### src/hw/timerPkg.sv
package timerPkg;

	// bank geometry
	localparam int numChannels = 4;                    // timer channels in the bank
	localparam int chanWidth   = $clog2(numChannels);  // bits of a channel index
	localparam int countWidth  = 16;                   // counter and period width

	// prefix network used by every decrementer
	// 0 serial, 1 Brent-Kung, 2 Sklansky
	localparam int prefixSpeed = 2;

	// command kinds
	typedef enum logic [1:0] {
		oneShot,   // count down once, then go idle
		periodic,  // reload from period after each expiry
		stop       // halt the channel
	} timerMode;

	// one command per cycle from outside
	typedef struct packed {
		logic                  valid;  // sample strobe
		logic [chanWidth-1:0]  chan;   // target channel
		timerMode              mode;   // load kind or stop
		logic [countWidth-1:0] value;  // start count, also the period
	} timerCmd;

	// expiry report, valid is a single-cycle pulse
	typedef struct packed {
		logic                 valid;  // event strobe
		logic [chanWidth-1:0] chan;   // channel that expired
	} expiryEvt;

endpackage

### src/hw/prefixAnd.sv
module prefixAnd #(
	parameter int width = 8,  // word width
	parameter int speed = 0   // 0 serial, 1 Brent-Kung, 2 Sklansky
) (
	input  logic [width-1:0] PI,  // propagate in
	output logic [width-1:0] PO   // running AND, bit i = &PI[i:0]
);

	localparam int depth    = $clog2(width);                    // tree levels
	localparam int bkStages = (depth > 0) ? 2 * depth - 1 : 0;  // up plus down sweep

	if (speed == 2) begin : sklansky
		// one row per level, row 0 is the input
		logic [depth:0][width-1:0] pt;

		assign pt[0] = PI;
		for (genvar l = 1; l <= depth; l++) begin : level
			for (genvar i = 0; i < width; i++) begin : node
				// upper half of each 2**l block takes the last bit of the lower half
				if (((i >> (l - 1)) % 2) == 1) begin : black
					assign pt[l][i] = pt[l-1][i] & pt[l-1][((i >> l) << l) + 2**(l-1) - 1];
				end else begin : white
					assign pt[l][i] = pt[l-1][i];  // lower half passes through
				end
			end : node
		end : level
		assign PO = pt[depth];
	end : sklansky

	else if (speed == 1) begin : brentKung
		// stages 1..depth reduce, the rest fill in
		logic [bkStages:0][width-1:0] pt;

		assign pt[0] = PI;

		// up-sweep
		// after level l, bit 2**l*k-1 holds the AND of its aligned 2**l block
		for (genvar l = 1; l <= depth; l++) begin : up
			for (genvar i = 0; i < width; i++) begin : node
				if (((i + 1) % (2**l)) == 0) begin : black
					assign pt[l][i] = pt[l-1][i] & pt[l-1][i - 2**(l-1)];
				end else begin : white
					assign pt[l][i] = pt[l-1][i];
				end
			end : node
		end : up

		// down-sweep, coarse to fine
		for (genvar l = depth - 1; l >= 1; l--) begin : down
			localparam int s = 2 * depth - l;  // stage of this level
			for (genvar i = 0; i < width; i++) begin : node
				// mid-block bits pick up the finished prefix just below their block
				if (i >= 2**l && ((i + 1) % (2**l)) == 2**(l-1)) begin : black
					assign pt[s][i] = pt[s-1][i] & pt[s-1][i - 2**(l-1)];
				end else begin : white
					assign pt[s][i] = pt[s-1][i];
				end
			end : node
		end : down

		assign PO = pt[bkStages];
	end : brentKung

	else begin : serial
		// ripple chain, smallest and slowest
		logic [width-1:0] pt;

		assign pt[0] = PI[0];
		for (genvar i = 1; i < width; i++) begin : node
			assign pt[i] = pt[i-1] & PI[i];
		end : node
		assign PO = pt;
	end : serial

endmodule

### src/hw/decC.sv
module decC #(
	parameter int width = 8,  // word width
	parameter int speed = 0   // prefix structure, see prefixAnd
) (
	input  logic [width-1:0] A,   // operand
	input  logic             CI,  // carry in, subtracted from A
	output logic [width-1:0] Z,   // A - CI
	output logic             CO   // borrow out, A was zero and CI set
);

	logic [width:0] zeroRun;  // CI followed by inverted A
	logic [width:0] toggle;   // bit i flips when CI set and A[i-1:0] all zero

	// a decrement flips every bit up to and including the lowest one
	assign zeroRun = {~A, CI};

	prefixAnd #(
		.width(width + 1),
		.speed(speed)
	) prefix_i (
		.PI(zeroRun),
		.PO(toggle)
	);

	assign Z  = A ^ toggle[width-1:0];  // flip the masked bits
	assign CO = toggle[width];          // mask ran off the top

endmodule

### src/hw/timerChannel.sv
module timerChannel (
	input  logic                            clk,
	input  logic                            arstN,
	input  logic                            load,       // start with loadMode and loadValue
	input  logic                            stop,       // halt the channel
	input  timerPkg::timerMode              loadMode,
	input  logic [timerPkg::countWidth-1:0] loadValue,
	input  logic                            tick,       // global count enable
	input  logic                            ack,        // arbiter took our expiry
	output logic                            pending     // expiry waiting for the arbiter
);

	import timerPkg::*;

	logic [countWidth-1:0] count;     // current count
	logic [countWidth-1:0] period;    // reload value
	logic [countWidth-1:0] countDec;  // count - tick
	logic                  borrow;    // count was zero on a tick
	logic                  active;    // channel is running
	logic                  expire;    // valid expiry this cycle
	timerMode              mode;

	decC #(
		.width(countWidth),
		.speed(prefixSpeed)
	) dec_i (
		.A (count),
		.CI(tick),
		.Z (countDec),
		.CO(borrow)
	);

	assign expire = active && borrow && !stop;  // stop wins over a borrow

	// count and period, load restarts
	always_ff @(posedge clk) begin
		if (load) begin
			count  <= loadValue;
			period <= loadValue;
		end else if (active && tick) begin
			if (borrow && mode == periodic)
				count <= period;  // wrap, next expiry in period+1 ticks
			else
				count <= countDec;
		end
	end

	always_ff @(posedge clk or negedge arstN) begin
		if (!arstN) begin
			active  <= 1'b0;
			pending <= 1'b0;
			mode    <= oneShot;
		end else begin
			if (load) begin
				active <= 1'b1;
				mode   <= loadMode;
			end else if (stop || (expire && mode == oneShot))
				active <= 1'b0;  // halted, or one-shot ran out
			// ack wins, a new expiry under ack merges into the one being reported
			if (ack)
				pending <= 1'b0;
			else if (expire)
				pending <= 1'b1;
		end
	end

endmodule

### src/hw/cmdDecoder.sv
module cmdDecoder (
	input  logic                             clk,
	input  logic                             arstN,
	input  timerPkg::timerCmd                cmd,        // sampled when cmd.valid
	output logic [timerPkg::numChannels-1:0] load,       // one-hot load strobe
	output logic [timerPkg::numChannels-1:0] stop,       // one-hot stop strobe
	output timerPkg::timerMode               loadMode,   // shared by all channels
	output logic [timerPkg::countWidth-1:0]  loadValue   // shared by all channels
);

	import timerPkg::*;

	logic [numChannels-1:0] chanHot;  // target channel, zero without a command
	logic                   isStop;

	assign chanHot = cmd.valid ? (numChannels'(1) << cmd.chan) : '0;
	assign isStop  = (cmd.mode == timerPkg::stop);

	// strobes last exactly one cycle per command
	always_ff @(posedge clk or negedge arstN) begin
		if (!arstN) begin
			load <= '0;
			stop <= '0;
		end else begin
			load <= isStop ? '0 : chanHot;
			stop <= isStop ? chanHot : '0;
		end
	end

	// payload, only the strobed channel looks at it
	always_ff @(posedge clk) begin
		if (cmd.valid) begin
			loadMode  <= cmd.mode;
			loadValue <= cmd.value;
		end
	end

endmodule

### src/hw/expiryArbiter.sv
module expiryArbiter (
	input  logic                             clk,
	input  logic                             arstN,
	input  logic [timerPkg::numChannels-1:0] pending,  // one bit per channel
	output logic [timerPkg::numChannels-1:0] ack,      // one-hot, clears the winner
	output timerPkg::expiryEvt               evt       // registered event
);

	import timerPkg::*;

	logic [chanWidth-1:0] winner;      // lowest pending index
	logic                 anyPending;

	assign anyPending = |pending;

	// fixed priority, channel 0 first
	always_comb begin
		winner = '0;
		for (int i = numChannels - 1; i >= 0; i--) begin
			if (pending[i])
				winner = chanWidth'(i);  // lower index overwrites
		end
	end

	// lowest set bit, ack lands on the same edge that registers evt
	assign ack = pending & (~pending + numChannels'(1));

	always_ff @(posedge clk or negedge arstN) begin
		if (!arstN) begin
			evt <= '0;
		end else begin
			evt.valid <= anyPending;  // pulse, the winner drops out right after
			evt.chan  <= winner;
		end
	end

endmodule

### src/hw/timerBank.sv
module timerBank (
	input  logic               clk,
	input  logic               arstN,
	input  timerPkg::timerCmd  cmd,   // one command per cycle
	input  logic               tick,  // global count strobe
	output timerPkg::expiryEvt evt    // one expiry per pulse
);

	import timerPkg::*;

	logic [numChannels-1:0] load;       // decoder strobes
	logic [numChannels-1:0] stop;
	logic [numChannels-1:0] pending;    // channels to arbiter
	logic [numChannels-1:0] ack;        // arbiter back to channels
	timerMode               loadMode;
	logic [countWidth-1:0]  loadValue;

	cmdDecoder cmdDecoder_i (
		.clk      (clk),
		.arstN    (arstN),
		.cmd      (cmd),
		.load     (load),
		.stop     (stop),
		.loadMode (loadMode),
		.loadValue(loadValue)
	);

	for (genvar i = 0; i < numChannels; i++) begin : channel
		timerChannel timerChannel_i (
			.clk      (clk),
			.arstN    (arstN),
			.load     (load[i]),
			.stop     (stop[i]),
			.loadMode (loadMode),
			.loadValue(loadValue),
			.tick     (tick),
			.ack      (ack[i]),
			.pending  (pending[i])
		);
	end : channel

	expiryArbiter expiryArbiter_i (
		.clk    (clk),
		.arstN  (arstN),
		.pending(pending),
		.ack    (ack),
		.evt    (evt)
	);

endmodule

### config.mk
export PLATFORM = sky130hd
export DESIGN_NAME = timerBank
export DESIGN_NICKNAME = d
export VERILOG_FILES = /design/src/hw/timerPkg.sv /design/src/hw/prefixAnd.sv /design/src/hw/decC.sv /design/src/hw/timerChannel.sv /design/src/hw/cmdDecoder.sv /design/src/hw/expiryArbiter.sv /design/src/hw/timerBank.sv
export SDC_FILE = /design/constraint.sdc
export NUM_CORES = 1
export LEC_CHECK = 0
export BUFFER_PORTS_ARGS = -buffer_cell sky130_fd_sc_hd__buf_2
export CAP_MARGIN = 30
export CORE_ASPECT_RATIO = 1.75
export CORE_MARGIN = 2
export CORE_UTILIZATION = 38
export CTS_CLUSTER_DIAMETER = 120
export CTS_CLUSTER_SIZE = 16
export DETAILED_ROUTE_END_ITERATION = 8
export PLACE_DENSITY = 0.62
export SYNTH_ARGS = -nofsm -noshare
export SYNTH_HDL_FRONTEND = slang
export SYNTH_SLANG_ARGS = --single-unit
### constraint.sdc
create_clock -name clk -period 6.2 [get_ports clk]
set_clock_uncertainty 0.15 [all_clocks]
set_input_delay 0.31 -clock clk [delete_from_list [all_inputs] [get_ports clk]]
set_output_delay 0.31 -clock clk [all_outputs]
set_load 0.1 [all_outputs]
-- After elaboration in Yosys (flattened, before gate mapping)
Cells that the tools add are included.
- bits in read-only memories: 0
- memories: 0
- bits in registers: 173
- latch bits: 0
- word-level logic and storage cells: 255
- RAM bits: 0
- input port bits: 24
- output and inout port bits: 3
- bitwise logic cells: 142
- reductions and logical operators: 45
- shift-type cells: 1
- equal/unequal tests: 5
- multipliers: 0
- $lt $le $gt $ge: 0
- add/sub/neg operators: 1
- muxes and demuxes: 35
- div/mod/pow operators: 0
- operators by type and width (cell ; count):
    16-bit two-way mux ; 12
    1-bit bitwise AND ; 132
    16-bit NOT ; 4
    16-bit XOR ; 4
    2-bit nonzero test ; 12
    1-bit logical AND ; 20
    1-bit two-way mux ; 16
    4-bit two-way mux ; 3
    2-bit by 1-bit equality test with 1-bit output, second input constant ; 4
    2-bit logical NOT ; 4
    2-bit two-way mux ; 4
    4-bit by 1-bit adder with 4-bit output, second input constant ; 1
    4-bit bitwise AND ; 1
    1-bit logical NOT ; 4
    1-bit logical OR ; 4
    4-bit NOT ; 1
    4-bit OR reduction ; 1
    1-bit by 2-bit left shift with 4-bit output, first input constant ; 1
    2-bit equality test, second input constant ; 1

-- Longest topological paths before layout
- word-level depth: 12
- mapped depth: 12
- depth with buffers taken out: 11

-- Hierarchy
A second synthesis with hierarchy kept.
- cells, all modules: 760
- area total of the unflattened synthesis: 8919.8 µm²
- by module, submodules not included (module ; cells an instance ; seq. area each (µm²) ; instances ; area an instance (µm²)):
    timerChannel ; 117 ; 1061.0 ; 4 ; 1601.5
    cmdDecoder ; 39 ; 740.7 ; 1 ; 843.3
    decC ; 32 ; 0.0 ; 4 ; 200.2
    prefixAnd ; 28 ; 0.0 ; 4 ; 183.9
    expiryArbiter ; 13 ; 75.1 ; 1 ; 133.9

-- Least setup slack after synthesis
OpenSTA, ideal clock, no wires.
- path type: reg-to-reg
- start point: register channel[2].timerChannel_i.count[0]
- end point: register channel[2].timerChannel_i.count[3], data pin
- data required time: 5790 ps
- path slack: 3225 ps
- path buffers: 2
- arrival: 2566 ps
- stages on the path, launching flop included: 13
- cells stage by stage: edfxtp_1 -> inv_1 -> ha_1 -> or3b_1 -> buf_2 -> or2_4 -> nor4_1 -> ha_1 -> nand3b_1 -> clkbuf_1 -> nor2_1 -> a21oi_1 -> mux2_2
- word-level cells in the longest chain between the ends: 10
- RTL lines (what ; RTL line ; source):
    start, declared ; timerChannel.sv:15 ; logic [countWidth-1:0] count;
    start signal, assigned ; timerChannel.sv:38 ; count <= loadValue;
    start signal, assigned ; timerChannel.sv:42 ; count <= period;
    start signal, assigned ; timerChannel.sv:44 ; count <= countDec;
    16-bit NOT * ; decC.sv:15 ; assign zeroRun = {~A, CI};
    1-bit bitwise AND * (2 in series) ; prefixAnd.sv:21 ; assign pt[l][i] = pt[l-1][i] & pt[l-1][((i >> l) << l) + 2**(l-1) - 1];
    1-bit bitwise AND (3 in series) ; prefixAnd.sv:21 ;
    1-bit logical AND ; timerChannel.sv:41 ; if (borrow && mode == periodic)
    16-bit two-way mux * ; timerChannel.sv:41 ;
    16-bit two-way mux * ; timerChannel.sv:40 ; end else if (active && tick) begin
    16-bit two-way mux * ; timerChannel.sv:37 ; if (load) begin
Mark *: on every way between the ends. The rest lies on a longest branch, timed or not. The select of a mux whose other input is x is not followed.
A chain may end at the register's enable or synchronous reset.

-- Worst setup path in the final report
- start point: register channel[2].timerChannel_i.count[0]
- end point: register channel[2].timerChannel_i.count[14], data pin
- word-level cells in the longest chain between the ends: 10
- RTL lines (what ; RTL line):
    16-bit NOT * ; decC.sv:15
    1-bit bitwise AND * (3 in series) ; prefixAnd.sv:21
    1-bit bitwise AND (2 in series) ; prefixAnd.sv:21
    1-bit logical AND ; timerChannel.sv:41
    16-bit two-way mux * ; timerChannel.sv:41
    16-bit two-way mux * ; timerChannel.sv:40
    16-bit two-way mux * ; timerChannel.sv:37
Marks and branches as above.

==> results by group <==
Setup path
  • Crit-path max cell delay: 0.54 ns
  • Slowest cell on crit path: or3b_1
  • Most used cell, CP: ha_1
  • Register-to-Register Path Depth: 10
  • Critical path required time: 6.21 ns
  • CP Class: flip-flop to flip-flop
  • Worst R2R End: channel[2].timerChannel_i.count[14]
  • CP arrival: 3.75 ns
  • Worst-path maximum fanout: 19
  • Crit. End Element: flip-flop
  • Top delay family on crit path: simple AND/OR/NAND/NOR gates
  • Worst R2R Start: channel[2].timerChannel_i.count[0]
  • CP bufs+invs: 1
  • Critical Path Source Type: flip-flop
  • Cell chain of the critical path: inv_1, ha_1, or3b_1, or2_4, nor4_1, ha_1, nand3b_1, and3_1, mux2i_1, o211ai_1
  • FF-to-FF setup slack: 2.46 ns

Yosys
  • Register area share after synthesis: 63.43%
  • Mapped Nets: 681
  • #FFs+latches synth: 173
  • Avg Inst Size Synth: 12.52 µm²
  • Synth Flop Type: edfxtp_1
  • Async SR Flop Fraction: 15.61%
  • Synth area leader: edfxtp_1
  • Synth Instances: 637
  • Dominant cells by area after synthesis: edfxtp_1, dfrtp_1, mux2_2
  • Top-count cell post-synth: edfxtp_1
  • Post-synth EDFFs: 146
  • Distinct cells, synth: 52
  • Synth top area share: 54.96%
  • Yosys warns: 0
  • Synth top cells by count: edfxtp_1, nor2_1, inv_1, a21oi_1, nand2_1
  • Cell Area, Synth: 7978 µm²

Place
  • Hpwl dp: 13.03 mm
  • IO buf count: 26
  • Placer congestion estimate: 0.8823

CTS
  • Root Buffer: clkbuf_16
  • Clock sink count: 173
  • Num CTS Buffers: 17
  • CTS tree: built
  • Maximum clock insertion buffer count: 2
  • H-Tree Depth: 4
  • # hold bufs at CTS: 22
  • Worst-path clk slew: 0.06 ns
  • Setup repair bufs after CTS: 0
  • Post-CTS sizing: 0
  • Worst-skew pair later-pin latency: 0.43 ns

Detailed routing
  • Antenna-violating nets left: 0
  • Detailed Route Iter0 Violations: 339
  • WL/cell: 19.73 µm
  • Vias: 5323
  • Post-DR vias/cell: 5.597
  • DRT Pass-1 Iters: 4
  • Residual DRC count: 0
  • Routed WL: 18.76 mm

Run
  • Max Cap Viol: 0

Global route
  • Antenna violations before repair: 0
  • Largest net degree at the start of global routing: 53
  • Vias in the first global route: 5433
  • Total grt overflow: 0
  • Tot GR Track Use: 17.77%
  • Global-route wire length before repair: 29.79 mm

Finish
  • Layout cells sized above 1: 13.88%
  • Number of fill cells: 1784
  • Multi-input gate area: 2680 µm²
  • Number of inserted diodes: 0
  • Reg area: 5060 µm²
  • Core Util, Final: 44.23%
  • Area grow syn2layout: 15.09%
  • Nets: 730

Timing
  • Slew Limit Fails: 0
  • Achievable frequency: 0.2672 GHz
  • Period minus WS final: 3.742 ns
  • Max transition margin: 45.83%
  • Slew @ Worst Pin: 0.8051 ns
  • Setup TNS: 0 ns
  • WHS: 0.2163 ns
  • RSZ-0062 raised after global routing: no
  • Tcrit/Tclk final: 60.35%
  • Fin. Hold Viols: 0
  • Final setup viols: 0

Status
  • Status: finished clean

Die
  • Initial Utilization: 38.43%
  • Die ar.: 22220 µm²
  • # rows: 70
  • Core area: 20760 µm²
  • Die Y: 195.7 µm
  • Die extent in x: 113.5 µm
  • IO Count: 27

Pwr
  • Power Total: 0.002877 W
  • Worst IR Drop VDD: 0.2947 mV
  • PD cells: 313.4 nW/µm²
  • LEAKAGE: 3.370 nW

Hold path
  • Path type of the worst min-delay path: input pin to flip-flop
  • Hold Startpoint: cmd[20]
  • Hold Path Depth: 1
  • Hold Path End: cmdDecoder_i.loadValue[3]
==> kinds of logic (layout without fill, tap and decap cells) <==
family          count (synthesis)  after routing  share of synthesized area (%)
simple gates                  214            214                          14.70
flops                         173            173                          63.43
compound gates                109            109                          8.516
buf+inv                        63            125                          2.980
xor+xnor                       29             29                          3.184
mux                            29             29                          4.062
fa+ha+maj                      20             20                          3.137
==> worst max path at each step <==
stage / startpoint / end / slack, ns / cells past startpoint
floorplan: channel[2].timerChannel_i.count[0] / channel[2].timerChannel_i.count[3] / 3.22 / 12
global placement: tick / channel[2].timerChannel_i.count[11] / 2.29 / 10
detailed placement: tick / channel[2].timerChannel_i.count[14] / 2.25 / 10
CTS: channel[2].timerChannel_i.count[0] / channel[2].timerChannel_i.count[14] / 2.42 / 10
global route: channel[2].timerChannel_i.count[0] / channel[2].timerChannel_i.count[13] / 2.20 / 10
finish: channel[2].timerChannel_i.count[0] / channel[2].timerChannel_i.count[14] / 2.46 / 10
==> cell type report <==
| class | instances | area share [%] |
|---|---|---|
| tap | 252 | 3.434 |
| multi-input combinational | 401 | 29.19 |
| inverter | 41 | 1.676 |
| clock buffer | 21 | 4.906 |
| clock inverter | 11 | 1.540 |
| timing repair buffer | 52 | 4.143 |
| sequential | 173 | 55.11 |
==> cell usage in the layout, fill, tap and decap left out, types with 4 or more instances in the layout <==
cell type      count
clkbuf_16         17
dfrtp_1           27
nor3b_1            5
dlygate4sd3_1     22
nor2_1            59
edfxtp_1         146
xor2_1             8
a221oi_1          11
or3_1              4
nand2b_1           4
o21ai_0           29
mux2_2            27
nand4_1           13
and3b_1            4
ha_1              20
inv_1             41
or4_1              8
nor3_1            32
nor4_1            10
nand3_1            7
nand2_1           37
nand3b_1           5
a21oi_1           40
buf_2             26
o22ai_1            4
and3_1             7
buf_4              4
xnor2_1           21
o31ai_1            4
==> power breakdown <==
group          leakage [nW]  internal [W]  switching (W)  total, W
Combinational          1.37      0.000131       0.000148  0.000279
Sequential             1.73       0.00141       0.000109   0.00152
Clock                 0.277      0.000643       0.000437   0.00108
Total                  3.37       0.00218       0.000694   0.00288
==> worst register-to-register path: cells and delay by family (launching register included) <==
family,cells,cell delay (ns)
compound gates,1,0.10
mux,1,0.13
fa+ha+maj,2,0.46
simple gates,5,2.19
buf+inv,1,0.08
flops,1,0.37
==> flip-flops by register name (all words and copies together) (netlist names) <==
register,cells
channel.timerChannel_i.pending,4
expiryArbiter_i.evt,3
channel.timerChannel_i.period,64
channel.timerChannel_i.count,64
cmdDecoder_i.loadValue,16
cmdDecoder_i.loadMode,2
channel.timerChannel_i.active,4
cmdDecoder_i.stop,4
channel.timerChannel_i.mode,8
cmdDecoder_i.load,4
==> through the flow <==
stage	worst slack, ns	cells	cell area [µm²]
floorplan	3.225	637	7978
global placement	2.294	897	8369
detailed placement	2.246	897	8369
CTS	2.423	951	9181
global route	2.198	951	9181
finish	2.458	951	9181
==> layer usage <==
layer / vias to the layer above / share of wire [%] / GRT usage [%]
li1: 2489 / - / -
met1: 2653 / 37 / 19.06
met2: 151 / 57 / 34.13
met3: 30 / 3.2 / 2.626
met4: 0 / 2.7 / 7.272
met5: - / 0 / 0
No activity file was read; power rests on OpenSTA's default activity.
